### src/pov_pkg.sv
`default_nettype none

package pov_pkg;

    // Data bits per driver chain, fixed by the LED driver device
    localparam int CHAIN_BITS = 48;

    typedef logic [CHAIN_BITS-1:0] chain_word_t;
    typedef logic [CHAIN_BITS-1:0] drv_cfg_t;

    // Opcode byte plus the largest payload
    localparam int MAX_FRAME_BYTES = 25;

    typedef logic [7:0] frame_len_t;
    typedef logic [7:0] opcode_t;

    // Byte 0 holds the opcode, payload follows
    typedef logic [MAX_FRAME_BYTES-1:0][7:0] frame_buf_t;

    // Command opcodes
    localparam opcode_t OP_CONFIG = 8'h01;
    localparam opcode_t OP_COLUMN = 8'h02;
    localparam opcode_t OP_ENABLE = 8'h03;
    localparam opcode_t OP_MUX    = 8'h04;
    localparam opcode_t OP_STATUS = 8'h05;

    // Whole frame lengths, opcode byte included
    localparam frame_len_t LEN_CONFIG = 8'd7;
    localparam frame_len_t LEN_ENABLE = 8'd2;
    localparam frame_len_t LEN_MUX    = 8'd3;
    localparam frame_len_t LEN_STATUS = 8'd1;

    // Row multiplexer override
    typedef struct packed {
        logic       manual;
        logic [7:0] row;
    } mux_ctrl_t;

    // Status word, sent MSB first on MISO
    typedef struct packed {
        logic [15:0] frame_count;
        logic [15:0] column;
        opcode_t     last_op;
        logic [7:0]  bad_frames;
    } status_t;

    typedef enum logic [1:0] {
        IDLE,
        SHIFT,
        LATCH,
        NEXT
    } drv_state_e;

endpackage

`default_nettype wire
### src/pov_top.sv
`timescale 1ns/1ps
`default_nettype none

module pov_top import pov_pkg::*; #(
    parameter int NUM_CHAINS   = 4,
    parameter int NUM_COLS     = 8,
    parameter int CLK_DIV      = 2,
    parameter int FRAME_PERIOD = 2048
) (
    input  logic                  clk,
    input  logic                  rst_n,
    // SPI from the host SoC
    input  logic                  spi_clk,
    input  logic                  spi_cs_n,
    input  logic                  spi_mosi,
    output logic                  spi_miso,
    // LED driver chains
    output logic                  drv_gclk,
    output logic                  drv_sclk,
    output logic                  drv_lat,
    output logic [NUM_CHAINS-1:0] drv_sin,
    output logic [7:0]            row_sel
);

    logic                         clk_en;
    logic                         sof;
    logic [15:0]                  frame_count;
    frame_buf_t                   frame_data;
    frame_len_t                   frame_len;
    logic                         frame_valid;
    status_t                      status;
    drv_cfg_t                     cfg;
    logic                         cfg_new;
    chain_word_t [NUM_CHAINS-1:0] column_data;
    logic                         display_en;
    mux_ctrl_t                    mux_ctrl;
    logic [15:0]                  column;

    // Enable divider and Hall sensor stand-in
    frame_timer #(
        .CLK_DIV      (CLK_DIV),
        .FRAME_PERIOD (FRAME_PERIOD)
    ) i_frame_timer (
        .clk         (clk),
        .rst_n       (rst_n),
        .clk_en      (clk_en),
        .sof         (sof),
        .frame_count (frame_count)
    );

    spi_iff i_spi_iff (
        .clk         (clk),
        .rst_n       (rst_n),
        .spi_clk     (spi_clk),
        .spi_cs_n    (spi_cs_n),
        .spi_mosi    (spi_mosi),
        .spi_miso    (spi_miso),
        .status      (status),
        .frame_data  (frame_data),
        .frame_len   (frame_len),
        .frame_valid (frame_valid)
    );

    spi_decoder #(
        .NUM_CHAINS (NUM_CHAINS)
    ) i_spi_decoder (
        .clk         (clk),
        .rst_n       (rst_n),
        .frame_data  (frame_data),
        .frame_len   (frame_len),
        .frame_valid (frame_valid),
        .frame_count (frame_count),
        .column      (column),
        .status      (status),
        .cfg         (cfg),
        .cfg_new     (cfg_new),
        .column_data (column_data),
        .display_en  (display_en),
        .mux_ctrl    (mux_ctrl)
    );

    driver_controller #(
        .NUM_CHAINS (NUM_CHAINS),
        .NUM_COLS   (NUM_COLS)
    ) i_driver_controller (
        .clk         (clk),
        .rst_n       (rst_n),
        .clk_en      (clk_en),
        .sof         (sof),
        .cfg         (cfg),
        .cfg_new     (cfg_new),
        .column_data (column_data),
        .display_en  (display_en),
        .mux_ctrl    (mux_ctrl),
        .column      (column),
        .sclk        (drv_sclk),
        .lat         (drv_lat),
        .gclk        (drv_gclk),
        .sin         (drv_sin),
        .row_sel     (row_sel)
    );

endmodule

`default_nettype wire

### src/driver_controller.sv
`timescale 1ns/1ps
`default_nettype none

module driver_controller import pov_pkg::*; #(
    parameter int NUM_CHAINS = 4,
    parameter int NUM_COLS   = 8
) (
    input  logic                         clk,
    input  logic                         rst_n,
    input  logic                         clk_en,
    input  logic                         sof,
    input  drv_cfg_t                     cfg,
    input  logic                         cfg_new,
    input  chain_word_t [NUM_CHAINS-1:0] column_data,
    input  logic                         display_en,
    input  mux_ctrl_t                    mux_ctrl,
    output logic [15:0]                  column,
    output logic                         sclk,
    output logic                         lat,
    output logic                         gclk,
    output logic [NUM_CHAINS-1:0]        sin,
    output logic [7:0]                   row_sel
);

    // Leading select bit plus the data word
    localparam int XFER_BITS = CHAIN_BITS + 1;

    drv_state_e                           state;
    logic [NUM_CHAINS-1:0][XFER_BITS-1:0] shift_q;
    logic [5:0]                           bit_cnt;
    logic                                 phase;
    logic                                 lat_cnt;
    logic                                 cfg_pending;
    logic                                 is_cfg;
    logic                                 scan_active;
    logic [15:0]                          col_cnt;
    logic [7:0]                           scan_row;
    logic                                 load_cfg;
    logic                                 load_col;
    logic                                 shift_en;

    // Pending config goes ahead of the next column
    assign load_cfg = clk_en && (state == IDLE) && cfg_pending;
    assign load_col = clk_en && (state == IDLE) && !cfg_pending && scan_active;
    // Word moves on after each sclk high phase
    assign shift_en = clk_en && (state == SHIFT) && phase;

    always_ff @(posedge clk or negedge rst_n) begin
        if (!rst_n) begin
            cfg_pending <= 1'b0;
        end else if (cfg_new) begin
            cfg_pending <= 1'b1;
        end else if (load_cfg) begin
            cfg_pending <= 1'b0;
        end
    end

    always_ff @(posedge clk) begin
        for (int c = 0; c < NUM_CHAINS; c++) begin
            if (load_cfg) begin
                shift_q[c] <= {1'b1, cfg};
            end else if (load_col) begin
                // Blanked display sends zero words
                shift_q[c] <= {1'b0, display_en ? column_data[c] : chain_word_t'(0)};
            end else if (shift_en) begin
                shift_q[c] <= shift_q[c] << 1;
            end
        end
    end

    always_ff @(posedge clk or negedge rst_n) begin
        if (!rst_n) begin
            state       <= IDLE;
            phase       <= 1'b0;
            bit_cnt     <= '0;
            lat_cnt     <= 1'b0;
            is_cfg      <= 1'b0;
            sclk        <= 1'b0;
            lat         <= 1'b0;
            sin         <= '0;
            scan_active <= 1'b0;
            col_cnt     <= '0;
            scan_row    <= '0;
        end else if (clk_en) begin
            case (state)
                IDLE: begin
                    if (load_cfg || load_col) begin
                        is_cfg  <= load_cfg;
                        phase   <= 1'b0;
                        bit_cnt <= '0;
                        state   <= SHIFT;
                    end
                end
                SHIFT: begin
                    if (!phase) begin
                        // Data set up with sclk low
                        sclk <= 1'b0;
                        for (int c = 0; c < NUM_CHAINS; c++) begin
                            sin[c] <= shift_q[c][XFER_BITS-1];
                        end
                        phase <= 1'b1;
                    end else begin
                        sclk    <= 1'b1;
                        phase   <= 1'b0;
                        bit_cnt <= bit_cnt + 6'd1;
                        if (bit_cnt == 6'(XFER_BITS - 1)) begin
                            lat_cnt <= 1'b0;
                            state   <= LATCH;
                        end
                    end
                end
                LATCH: begin
                    // Two enables of lat high with sclk parked low
                    sclk    <= 1'b0;
                    lat     <= 1'b1;
                    sin     <= '0;
                    lat_cnt <= 1'b1;
                    if (lat_cnt) begin
                        state <= NEXT;
                    end
                end
                NEXT: begin
                    lat <= 1'b0;
                    if (!is_cfg) begin
                        scan_row <= scan_row << 1;
                        col_cnt  <= col_cnt + 16'd1;
                        if (col_cnt == 16'(NUM_COLS - 1)) begin
                            scan_active <= 1'b0;
                        end
                    end
                    state <= IDLE;
                end
                default: state <= IDLE;
            endcase
            // New revolution restarts the scan at row 0
            if (sof) begin
                scan_active <= 1'b1;
                col_cnt     <= '0;
                scan_row    <= 8'd1;
            end
        end
    end

    // Grayscale clock runs only while the display is on
    always_ff @(posedge clk or negedge rst_n) begin
        if (!rst_n) begin
            gclk <= 1'b0;
        end else if (clk_en) begin
            gclk <= display_en ? ~gclk : 1'b0;
        end
    end

    assign column  = col_cnt;
    assign row_sel = mux_ctrl.manual ? mux_ctrl.row : scan_row;

    // Latch must never overlap a shift clock pulse
    assert property (@(posedge clk) disable iff (!rst_n) !(lat && sclk))
        else $error("lat and sclk high together");

endmodule

`default_nettype wire

### src/spi_decoder.sv
`timescale 1ns/1ps
`default_nettype none

module spi_decoder import pov_pkg::*; #(
    parameter int NUM_CHAINS = 4
) (
    input  logic                         clk,
    input  logic                         rst_n,
    input  frame_buf_t                   frame_data,
    input  frame_len_t                   frame_len,
    input  logic                         frame_valid,
    input  logic [15:0]                  frame_count,
    input  logic [15:0]                  column,
    output status_t                      status,
    output drv_cfg_t                     cfg,
    output logic                         cfg_new,
    output chain_word_t [NUM_CHAINS-1:0] column_data,
    output logic                         display_en,
    output mux_ctrl_t                    mux_ctrl
);

    localparam int         WORD_BYTES = CHAIN_BITS / 8;
    // Opcode plus one full word per chain
    localparam frame_len_t COL_LEN    = frame_len_t'(1 + NUM_CHAINS * WORD_BYTES);

    opcode_t                      opcode;
    frame_len_t                   need_len;
    logic                         known_op;
    logic                         good_frame;
    logic                         cfg_hit;
    opcode_t                      last_op;
    logic [7:0]                   bad_frames;
    drv_cfg_t                     cfg_word;
    chain_word_t [NUM_CHAINS-1:0] col_words;

    assign opcode = frame_data[0];

    // Required length per opcode
    always_comb begin
        known_op = 1'b1;
        case (opcode)
            OP_CONFIG: need_len = LEN_CONFIG;
            OP_COLUMN: need_len = COL_LEN;
            OP_ENABLE: need_len = LEN_ENABLE;
            OP_MUX:    need_len = LEN_MUX;
            OP_STATUS: need_len = LEN_STATUS;
            default: begin
                need_len = '0;
                known_op = 1'b0;
            end
        endcase
    end

    assign good_frame = known_op && (frame_len == need_len);
    assign cfg_hit    = frame_valid && good_frame && (opcode == OP_CONFIG);

    // Payload bytes arrive MSB first, chain 0 first
    always_comb begin
        for (int b = 0; b < WORD_BYTES; b++) begin
            cfg_word[CHAIN_BITS-1-8*b -: 8] = frame_data[1+b];
        end
        for (int c = 0; c < NUM_CHAINS; c++) begin
            for (int b = 0; b < WORD_BYTES; b++) begin
                col_words[c][CHAIN_BITS-1-8*b -: 8] = frame_data[1+c*WORD_BYTES+b];
            end
        end
    end

    always_ff @(posedge clk or negedge rst_n) begin
        if (!rst_n) begin
            cfg_new     <= 1'b0;
            display_en  <= 1'b0;
            column_data <= '0;
            mux_ctrl    <= '0;
            last_op     <= '0;
            bad_frames  <= '0;
        end else begin
            cfg_new <= cfg_hit;
            if (frame_valid) begin
                if (good_frame) begin
                    last_op <= opcode;
                    case (opcode)
                        OP_COLUMN: column_data <= col_words;
                        OP_ENABLE: display_en <= frame_data[1][0];
                        OP_MUX: begin
                            mux_ctrl.manual <= frame_data[1][0];
                            mux_ctrl.row    <= frame_data[2];
                        end
                        default: begin
                        end
                    endcase
                end else if (bad_frames != 8'hFF) begin
                    // Saturating error count
                    bad_frames <= bad_frames + 8'd1;
                end
            end
        end
    end

    // Config word lands with the cfg_new strobe
    always_ff @(posedge clk) begin
        if (cfg_hit) begin
            cfg <= cfg_word;
        end
    end

    assign status = '{
        frame_count: frame_count,
        column:      column,
        last_op:     last_op,
        bad_frames:  bad_frames
    };

endmodule

`default_nettype wire

### src/spi_iff.sv
`timescale 1ns/1ps
`default_nettype none

module spi_iff import pov_pkg::*; (
    input  logic       clk,
    input  logic       rst_n,
    input  logic       spi_clk,
    input  logic       spi_cs_n,
    input  logic       spi_mosi,
    output logic       spi_miso,
    input  status_t    status,
    output frame_buf_t frame_data,
    output frame_len_t frame_len,
    output logic       frame_valid
);

    // Two sync flops plus one history flop for edge detection
    logic [2:0]          clk_sync;
    logic [2:0]          cs_sync;
    logic [1:0]          mosi_sync;
    logic                sclk_rise;
    logic                sclk_fall;
    logic                cs_fall;
    logic                cs_rise;
    logic                cs_active;
    logic [2:0]          bit_cnt;
    logic [7:0]          byte_sr;
    logic [7:0]          byte_next;
    logic                byte_done;
    frame_len_t          byte_cnt;
    logic [$bits(status_t)-1:0] miso_sr;

    always_ff @(posedge clk or negedge rst_n) begin
        if (!rst_n) begin
            clk_sync  <= '0;
            cs_sync   <= '1;
            mosi_sync <= '0;
        end else begin
            clk_sync  <= {clk_sync[1:0], spi_clk};
            cs_sync   <= {cs_sync[1:0], spi_cs_n};
            mosi_sync <= {mosi_sync[0], spi_mosi};
        end
    end

    assign sclk_rise = clk_sync[1] & ~clk_sync[2];
    assign sclk_fall = ~clk_sync[1] & clk_sync[2];
    assign cs_active = ~cs_sync[1];
    assign cs_fall   = ~cs_sync[1] & cs_sync[2];
    assign cs_rise   = cs_sync[1] & ~cs_sync[2];

    // Mode 0, MOSI taken on the rising SPI clock edge
    assign byte_next = {byte_sr[6:0], mosi_sync[1]};
    assign byte_done = cs_active && sclk_rise && (bit_cnt == 3'd7);

    always_ff @(posedge clk or negedge rst_n) begin
        if (!rst_n) begin
            bit_cnt     <= '0;
            byte_cnt    <= '0;
            miso_sr     <= '0;
            frame_valid <= 1'b0;
        end else begin
            // Only report frames holding at least one whole byte
            frame_valid <= cs_rise && (byte_cnt != '0);
            if (cs_fall) begin
                bit_cnt  <= '0;
                byte_cnt <= '0;
                // Status snapshot, bit 47 shows right away
                miso_sr  <= status;
            end else if (cs_active) begin
                if (sclk_rise) begin
                    bit_cnt <= bit_cnt + 3'd1;
                end
                // Extra bytes still counted so the decoder sees the bad length
                if (byte_done && byte_cnt != 8'hFF) begin
                    byte_cnt <= byte_cnt + 8'd1;
                end
                if (sclk_fall) begin
                    miso_sr <= {miso_sr[$bits(status_t)-2:0], 1'b0};
                end
            end
        end
    end

    // Byte assembly and frame buffer
    always_ff @(posedge clk) begin
        if (cs_active && sclk_rise) begin
            byte_sr <= byte_next;
        end
        if (byte_done && byte_cnt < frame_len_t'(MAX_FRAME_BYTES)) begin
            frame_data[byte_cnt] <= byte_next;
        end
    end

    assign frame_len = byte_cnt;
    assign spi_miso  = miso_sr[$bits(status_t)-1];

    // One strobe per chip select release
    assert property (@(posedge clk) disable iff (!rst_n) frame_valid |=> !frame_valid)
        else $error("frame_valid held for two cycles");

endmodule

`default_nettype wire

### src/frame_timer.sv
`timescale 1ns/1ps
`default_nettype none

module frame_timer #(
    parameter int CLK_DIV      = 2,
    parameter int FRAME_PERIOD = 2048
) (
    input  logic        clk,
    input  logic        rst_n,
    output logic        clk_en,
    output logic        sof,
    output logic [15:0] frame_count
);

    localparam int DIV_W = (CLK_DIV > 1) ? $clog2(CLK_DIV) : 1;
    localparam int PER_W = (FRAME_PERIOD > 1) ? $clog2(FRAME_PERIOD) : 1;

    logic [DIV_W-1:0] div_cnt;
    logic [PER_W-1:0] period_cnt;
    logic             en_next;
    logic             wrap_next;

    // Enable is due once the divider reaches its top
    assign en_next   = (div_cnt == DIV_W'(CLK_DIV - 1));
    // Last enable of the emulated revolution
    assign wrap_next = en_next && (period_cnt == PER_W'(FRAME_PERIOD - 1));

    always_ff @(posedge clk or negedge rst_n) begin
        if (!rst_n) begin
            div_cnt     <= '0;
            period_cnt  <= '0;
            clk_en      <= 1'b0;
            sof         <= 1'b0;
            frame_count <= '0;
        end else begin
            div_cnt <= en_next ? '0 : div_cnt + 1'b1;
            clk_en  <= en_next;
            // Hall pulse stand-in, registered together with the enable
            sof     <= wrap_next;
            if (en_next) begin
                period_cnt <= wrap_next ? '0 : period_cnt + 1'b1;
            end
            // One count per revolution, wraps at 16 bits
            if (wrap_next) begin
                frame_count <= frame_count + 16'd1;
            end
        end
    end

    // Driver FSM only looks at sof on enabled cycles
    assert property (@(posedge clk) disable iff (!rst_n) sof |-> clk_en)
        else $error("sof raised outside clk_en");

endmodule

`default_nettype wire

### config.mk
export PLATFORM = sky130hd
export DESIGN_NAME = pov_top
export DESIGN_NICKNAME = d
export VERILOG_FILES = /design/src/pov_pkg.sv /design/src/pov_top.sv /design/src/driver_controller.sv /design/src/spi_decoder.sv /design/src/spi_iff.sv /design/src/frame_timer.sv
export SDC_FILE = /design/constraint.sdc
export NUM_CORES = 1
export LEC_CHECK = 0
export BUFFER_PORTS_ARGS = -buffer_cell sky130_fd_sc_hd__buf_2
export CORE_UTILIZATION = 40
export CTS_CLUSTER_DIAMETER = 100
export DETAILED_ROUTE_END_ITERATION = 16
export PLACE_DENSITY = 0.64
export SYNTH_ARGS = -nofsm -noshare
export SYNTH_HDL_FRONTEND = slang
export SYNTH_HIERARCHICAL = 1
export SYNTH_SLANG_ARGS = --single-unit
### constraint.sdc
create_clock -name clk -period 5.9 [get_ports clk]
set_input_delay 0.59 -clock clk [delete_from_list [all_inputs] [get_ports clk]]
set_output_delay 0.59 -clock clk [all_outputs]
set_load 0.02 [all_outputs]
======== Word level (Yosys, flattened, before mapping) ========
Cells that the tools add are included.
operators by class
  equal/unequal tests ..................... 22
  bitwise gates (word level) .............. 10
  order comparisons ....................... 3
  mux-type cells .......................... 65
  reductions and logical operators ........ 50
  add/subtract/negate cells ............... 8
operators with widths
  kind                                             count
  2-to-1 mux 48 bit                                11
  2-to-1 mux 49 bit                                8
  bitwise mux 200 bit                              1
  2-to-1 mux 8 bit                                 8
  2-to-1 mux 16 bit                                3
  demux 8 bit (select 5 bit)                       1
  adder 16 x 1 -> 16 bit (second input constant)   2
  case mux 5 bit (5 select lines)                  1
  AND reduction 3 bit                              8
  nonzero test 2 bit                               10
  adder 8 x 1 -> 8 bit (second input constant)     2
  == test 16 x 3 -> 1 bit (second input constant)  1
  == test 8 x 2 -> 1 bit (second input constant)   2
  == test 8 x 3 -> 1 bit (second input constant)   2
  logical AND 1 bit                                16
  inequality test 8 bit (second input constant)    2
  2-to-1 mux 1 bit                                 14
  2-to-1 mux 6 bit                                 2
  case mux 6 bit (2 select lines)                  1
  AND reduction 2 bit                              6
  AND reduction 4 bit                              3
  adder 11 x 1 -> 11 bit (second input constant)   1
  == test 11 bit (second input constant)           1
  2-to-1 mux 11 bit                                1
  other kinds (29)                                 51
storage, ports and cells
  input bits .............................. 5
  flip-flop bits (word level) ............. 812

======== Logic depth before layout (Yosys ltp) ========
  depth in word-level cells ............... 8
  gate-level depth with buffers ........... 10
  gate-level depth less buffers ........... 6

======== Modules after synthesis ========
The synthesis kept the hierarchy.
modules (own cells, without submodules)
  module             cells an instance  area each (µm²)  times used
  driver_controller  738                10,820.4         1
  spi_decoder        588                10,192.3         1
  spi_iff            531                9,482.8          1
  frame_timer        113                1,353.8          1

======== Worst setup path after synthesis ========
OpenSTA, ideal clock, no wires.
  path type ............................... register to register
  from .................................... reg i_driver_controller.state[0]
  to ...................................... reg i_driver_controller/shift_q[0] (netlist bit) (enable)
  cell stages (with the launch flop) ...... 8
  setup slack ............................. -0.073 ns
  required time ........................... 4.360 ns
  arrival ................................. 4.433 ns
  period minus slack after synthesis ...... 5.973 ns
  path buffers ............................ 3
  library setup time ...................... 1.540 ns
  cells stage by stage .................... dfrtp_1 inv_1 ha_1 buf_6 o211ai_1 buf_2 buf_2 nand2_1
between the ends
  longest elaborated chain between the ends .. 5
  elaborated cells on any way between the ends .. 9
RTL lines
  what                                     RTL line                                          RTL
  start, declared                          driver_controller.sv:28                           drv_state_e state;
  start signal, assigned                   driver_controller.sv:73                           state <= IDLE;
  start signal, assigned                   driver_controller.sv:91                           state <= SHIFT;
  start signal, assigned                   driver_controller.sv:108                          state <= LATCH;
  logical NOT 2 bit                        driver_controller.sv:43, driver_controller.sv:44
  logical AND 1 bit                        driver_controller.sv:43, driver_controller.sv:44
  logical AND 1 bit (2 in series)          driver_controller.sv:44                           assign load_col = clk_en && (state == IDLE) && !cfg_pending && scan_active;
  nonzero test 3 bit (no source line) (*)  n/a
  end signal, assigned by index            driver_controller.sv:61                           shift_q[c] <= {1'b1, cfg};
  end signal, assigned by index            driver_controller.sv:64                           shift_q[c] <= {1'b0, display_en ? column_data[c] : chain_word_t'(0)};
  end signal, assigned by index            driver_controller.sv:66                           shift_q[c] <= shift_q[c] << 1;
  end, declared                            driver_controller.sv:29                           logic [NUM_CHAINS-1:0][XFER_BITS-1:0] shift_q;
Mark *: on every way between the ends. The rest lies on a longest branch, timed or not.
A chain may end at the register's enable or synchronous reset.

======== Final worst setup path ========
  from .................................... reg i_spi_iff/frame_data[0] (netlist bit)
  to ...................................... reg i_spi_decoder/column_data[149] (netlist bit)
between the ends
  longest elaborated chain between the ends .. 5
  elaborated cells on any way between the ends .. 11
RTL lines
  what                                                                          RTL line                              RTL
  start, declared                                                               spi_iff.sv:12                         output frame_buf_t frame_data,
  start signal, assigned by index                                               spi_iff.sv:90                         frame_data[byte_cnt] <= byte_next;
  == test 8 x 3 -> 1 bit (tied with other cells)                                spi_decoder.sv:41                     case (opcode)
  case mux 5 bit (5 select lines) / OR reduction 5 bit (equally long branches)  n/a
  == test 8 x 5 -> 1 bit / 2-to-1 mux 1 bit (equally long branches)             spi_decoder.sv:54, spi_decoder.sv:41
  logical AND 1 bit                                                             spi_decoder.sv:54                     assign good_frame = known_op && (frame_len == need_len);
  AND reduction 3 bit (no source line) (*)                                      n/a
  end signal, assigned                                                          spi_decoder.sv:83                     OP_COLUMN: column_data <= col_words;
  end, declared                                                                 spi_decoder.sv:17                     output chain_word_t [NUM_CHAINS-1:0] column_data,
Marks and branches as above.

==> results by group <==
Critical path
  • Crit path max-delay family: simple AND/OR/NAND/NOR gates
  • Crit start category: flip-flop
  • Critical path type: flip-flop to flip-flop
  • CP startpoint: i_spi_iff/frame_data[0]$_DFFE_PP_
  • Critical R2R Launch: i_spi_iff/frame_data[0]$_DFFE_PP_
  • CP Capture Type: flip-flop
  • Critical path buffers and inverters: 1
  • CP peak stage delay: between 0.6 and 0.7 ns
  • WP data arrival: roughly 4.2 ns
  • Crit-path max FO: 44
  • CP max stage cell: buf_4
  • Critical Path, Cell by Cell: nor4_4 > nand4_1 > a2111oi_4 > nand3_2 > nor2_4 > buf_4 > mux2_1
  • R2R Setup Slk: around 2.2 ns
  • Crit path required time: 6.39 ns

Die
  • Initial Util: 0.404
  • Die W: approximately 280 µm
  • I/O pin total: 21
  • Die Height: 284 µm
  • Die Area: ~0.08 mm²
  • CORE AREA: 0.0789 mm²
  • Site Rows: ~100

Hold path
  • Class of the tightest hold or removal check: primary input to flip-flop
  • Hold Crit Start: spi_mosi

Clock network
  • Worst-path clk slew: around 0.060 ns
  • Post-CTS sizing: 0
  • CTS H-Tree Depth: 3
  • Max Root-Sink Buffers: 3
  • Post-CTS Setup Bufs: 0
  • CTS root buffer: clkbuf_16
  • CTS buffer count: 82
  • Clock sinks: just over 800
  • CTS tree: yes
  • Clock latency at the later pin of the worst-skew pair: approximately 0.63 ns

STA
  • Final period util: 0.620
  • RSZ-0062 raised after global routing: no
  • Worst Skew: between 0.02 and 0.025 ns
  • Final hold viol count: 0
  • Slew @ Worst Pin: about 1.3 ns
  • Fin. max-slew vios: 0
  • Post-route minimum period: around 3.7 ns
  • Final setup viols: 0
  • Max transition margin: 0.139
  • Setup_tns: 0 ns
  • Max Fclk: between 200 and 300 MHz

Pwr
  • Final Power: approximately 11000 µW
  • PwrDens: around 320 mW/mm²
  • Pleak: ~0.014 µW
  • Max VDD drop: roughly 160 µV

Run status
  • Status: finished, final reports clean

Drt
  • Routed len/inst: ~20 µm
  • Vias per cell: 5.42
  • Post-route ant nets: 0
  • DRC viols: 0
  • Detailed Route Iter0 Violations: between 1000 and 1500
  • First-pass DRT Iterations: 5
  • Via Count: between 15000 and 20000
  • Final WL: approximately 62000 µm

Yosys
  • Synth Flop Type: edfxtp_1
  • Yosys top cell area share: 0.421
  • Syn Nets: between 1500 and 2000
  • Seq cells post-synth: between 800 and 900
  • Most common library cells after synthesis: 447 x edfxtp_1, 358 x dfrtp_1, 184 x a221o_1
  • Synth area leaders: edfxtp_1 42%, dfrtp_1 28%, mux2_1 6.4%, a221o_1 5.8%, mux2i_1 1.8%
  • Sequential fraction of the synthesis area: 0.708
  • Area leader, netlist: edfxtp_1
  • Most frequent cell after synthesis: edfxtp_1
  • Gate Count Post-Synth: a little under 2000
  • Avg Cell Area, Syn: approximately 16 µm²
  • Cell area after synthesis: 0.0318 mm²
  • Post-synth EDFFs: about 450
  • Async SR Flop Fraction: 0.445
  • Yosys warnings: 6
  • Unique masters post-synth: 72

Place
  • Port Buf Inserts: 20
  • Detailed-placement wirelength estimate: roughly 35000 µm
  • DP Area: 0.0326 mm²
  • GPL Wtd Cong: 0.786

Finish
  • Layout area overhead: 11.1%
  • Diode count: 0
  • Post-route cell area: 0.0354 mm²
  • Layout cells sized above 1: 0.120
  • Nets: a little under 2000

Run
  • Max Cap Viol: 0

GRT
  • First-pass GRT wire length: 100000 µm
  • Vias in the first global route: ~17000
  • Initial antenna violation count: 0
  • Total Routing Usage GR: 0.156
  • Largest net degree at the start of global routing: roughly 180
  • Grt total ovfl: 0
what timing repair did:
action,4_1_cts,5_1_grt
hold buffers,1,0
setup endpoints to repair,0,0
endpoints found under the hold margin,25,0
final timing paths:
kind / endpoint / cells past startpoint
hold / removal: i_spi_iff/mosi_sync[0]$_DFF_PN0_ / 1
hold reg to reg: i_spi_iff/clk_sync[1]$_DFF_PN0_ / 0
setup reg to reg: i_spi_decoder/column_data[149]$_DFFE_PN0P_ / 7
max in group asynchronous: i_spi_decoder/column_data[38]$_DFFE_PN0P_ / 3
min in group asynchronous: i_spi_decoder/column_data[162]$_DFFE_PN0P_ / 2
setup / recovery: i_spi_decoder/column_data[149]$_DFFE_PN0P_ / 7
where the power goes:
part	leakage, µW	total, µW	switching (µW)	internal, µW
Combinational	0.00367	103	85.5	17.7
Clock	0.00138	5280	2140	3150
Sequential	0.00859	5970	10.0	5960
final cells by class:
type	instances	area (µm²)
Multi-Input combinational cell	1002	8330
Clock buffer	118	2360
Tap cell	1050	1310
Fill cell	6857	43500
Inverter	19	71.3
Sequential cell	812	22500
Timing Repair Buffer	45	350
Clock inverter	36	422
metal layers:
metal	up-vias	part of all wire	global-route usage
li1	7546	-	-
met1	8742	0.46	0.218
met2	350	0.48	0.251
met3	70	0.043	0.0232
met4	0	0.016	0.0450
met5	-	0	0
kinds of logic (layout without fill, tap and decap cells):
family	after synthesis	count (layout)	share of synthesized area
XOR/XNOR	43	43	0.0118
AND/OR/NAND/NOR	331	331	0.0569
AO/OA/AOI/OAI	337	337	0.0890
adder cells (fa/ha/maj)	18	18	0.00707
buffers and inverters	156	218	0.0321
flip-flops	812	812	0.708
multiplexers	273	273	0.0954
through the flow:
stage	hold slack, ns	std cells	util	setup slack [ns]
2_1_floorplan	0.294	1970	-	0.372
3_3_place_gp	0.341	2927	0.413	2.40
3_5_place_dp	0.344	2927	0.413	2.25
4_1_cts	0.0397	3082	0.449	2.21
5_1_grt	0.0559	3082	0.449	1.96
6_report	0.0782	3082	0.449	2.24
registers in the layout, indices dropped and copies added, names as in the netlist, 3 cells and up:
name                          count
i_spi_iff/cs_sync                 3
i_spi_decoder/cfg                48
i_driver_controller/bit_cnt       6
i_driver_controller/column       16
i_spi_decoder/mux_ctrl            9
i_driver_controller/shift_q     196
i_spi_iff/frame_data            200
i_spi_iff/bit_cnt                 3
i_spi_iff/miso_sr                48
i_spi_iff/byte_sr                 7
i_driver_controller/scan_row      8
i_spi_decoder/column_data       192
i_spi_iff/clk_sync                3
i_spi_decoder/last_op             8
i_driver_controller/sin           4
i_frame_timer/frame_count        16
i_frame_timer/period_cnt         11
i_spi_decoder/bad_frames          8
i_spi_iff/frame_len               8
layout by cell type (no fill, tap or decap), types with 22 or more instances in the layout:
master | Yosys | final
edfxtp_1 | 447 | 447
dfrtp_1 | 358 | 358
a221o_1 | 184 | 184
mux2_1 | 181 | 181
nand2_1 | 91 | 90
clkbuf_16 | 0 | 83
o21ai_0 | 77 | 77
and2_1 | 59 | 58
nor2_1 | 57 | 56
mux2i_1 | 56 | 56
xnor2_1 | 31 | 31
mux2_2 | 27 | 27
a22o_1 | 23 | 23
nand4_1 | 22 | 22
worst register-to-register path, cell delays in order (launching register included):
cell	delay, ns
edfxtp_1	0.52
nor4_4	0.40
nand4_1	0.22
a2111oi_4	0.44
nand3_2	0.32
nor2_4	0.58
buf_4	0.62
mux2_1	0.44
Note: power is estimated with default switching activity, not from simulation.
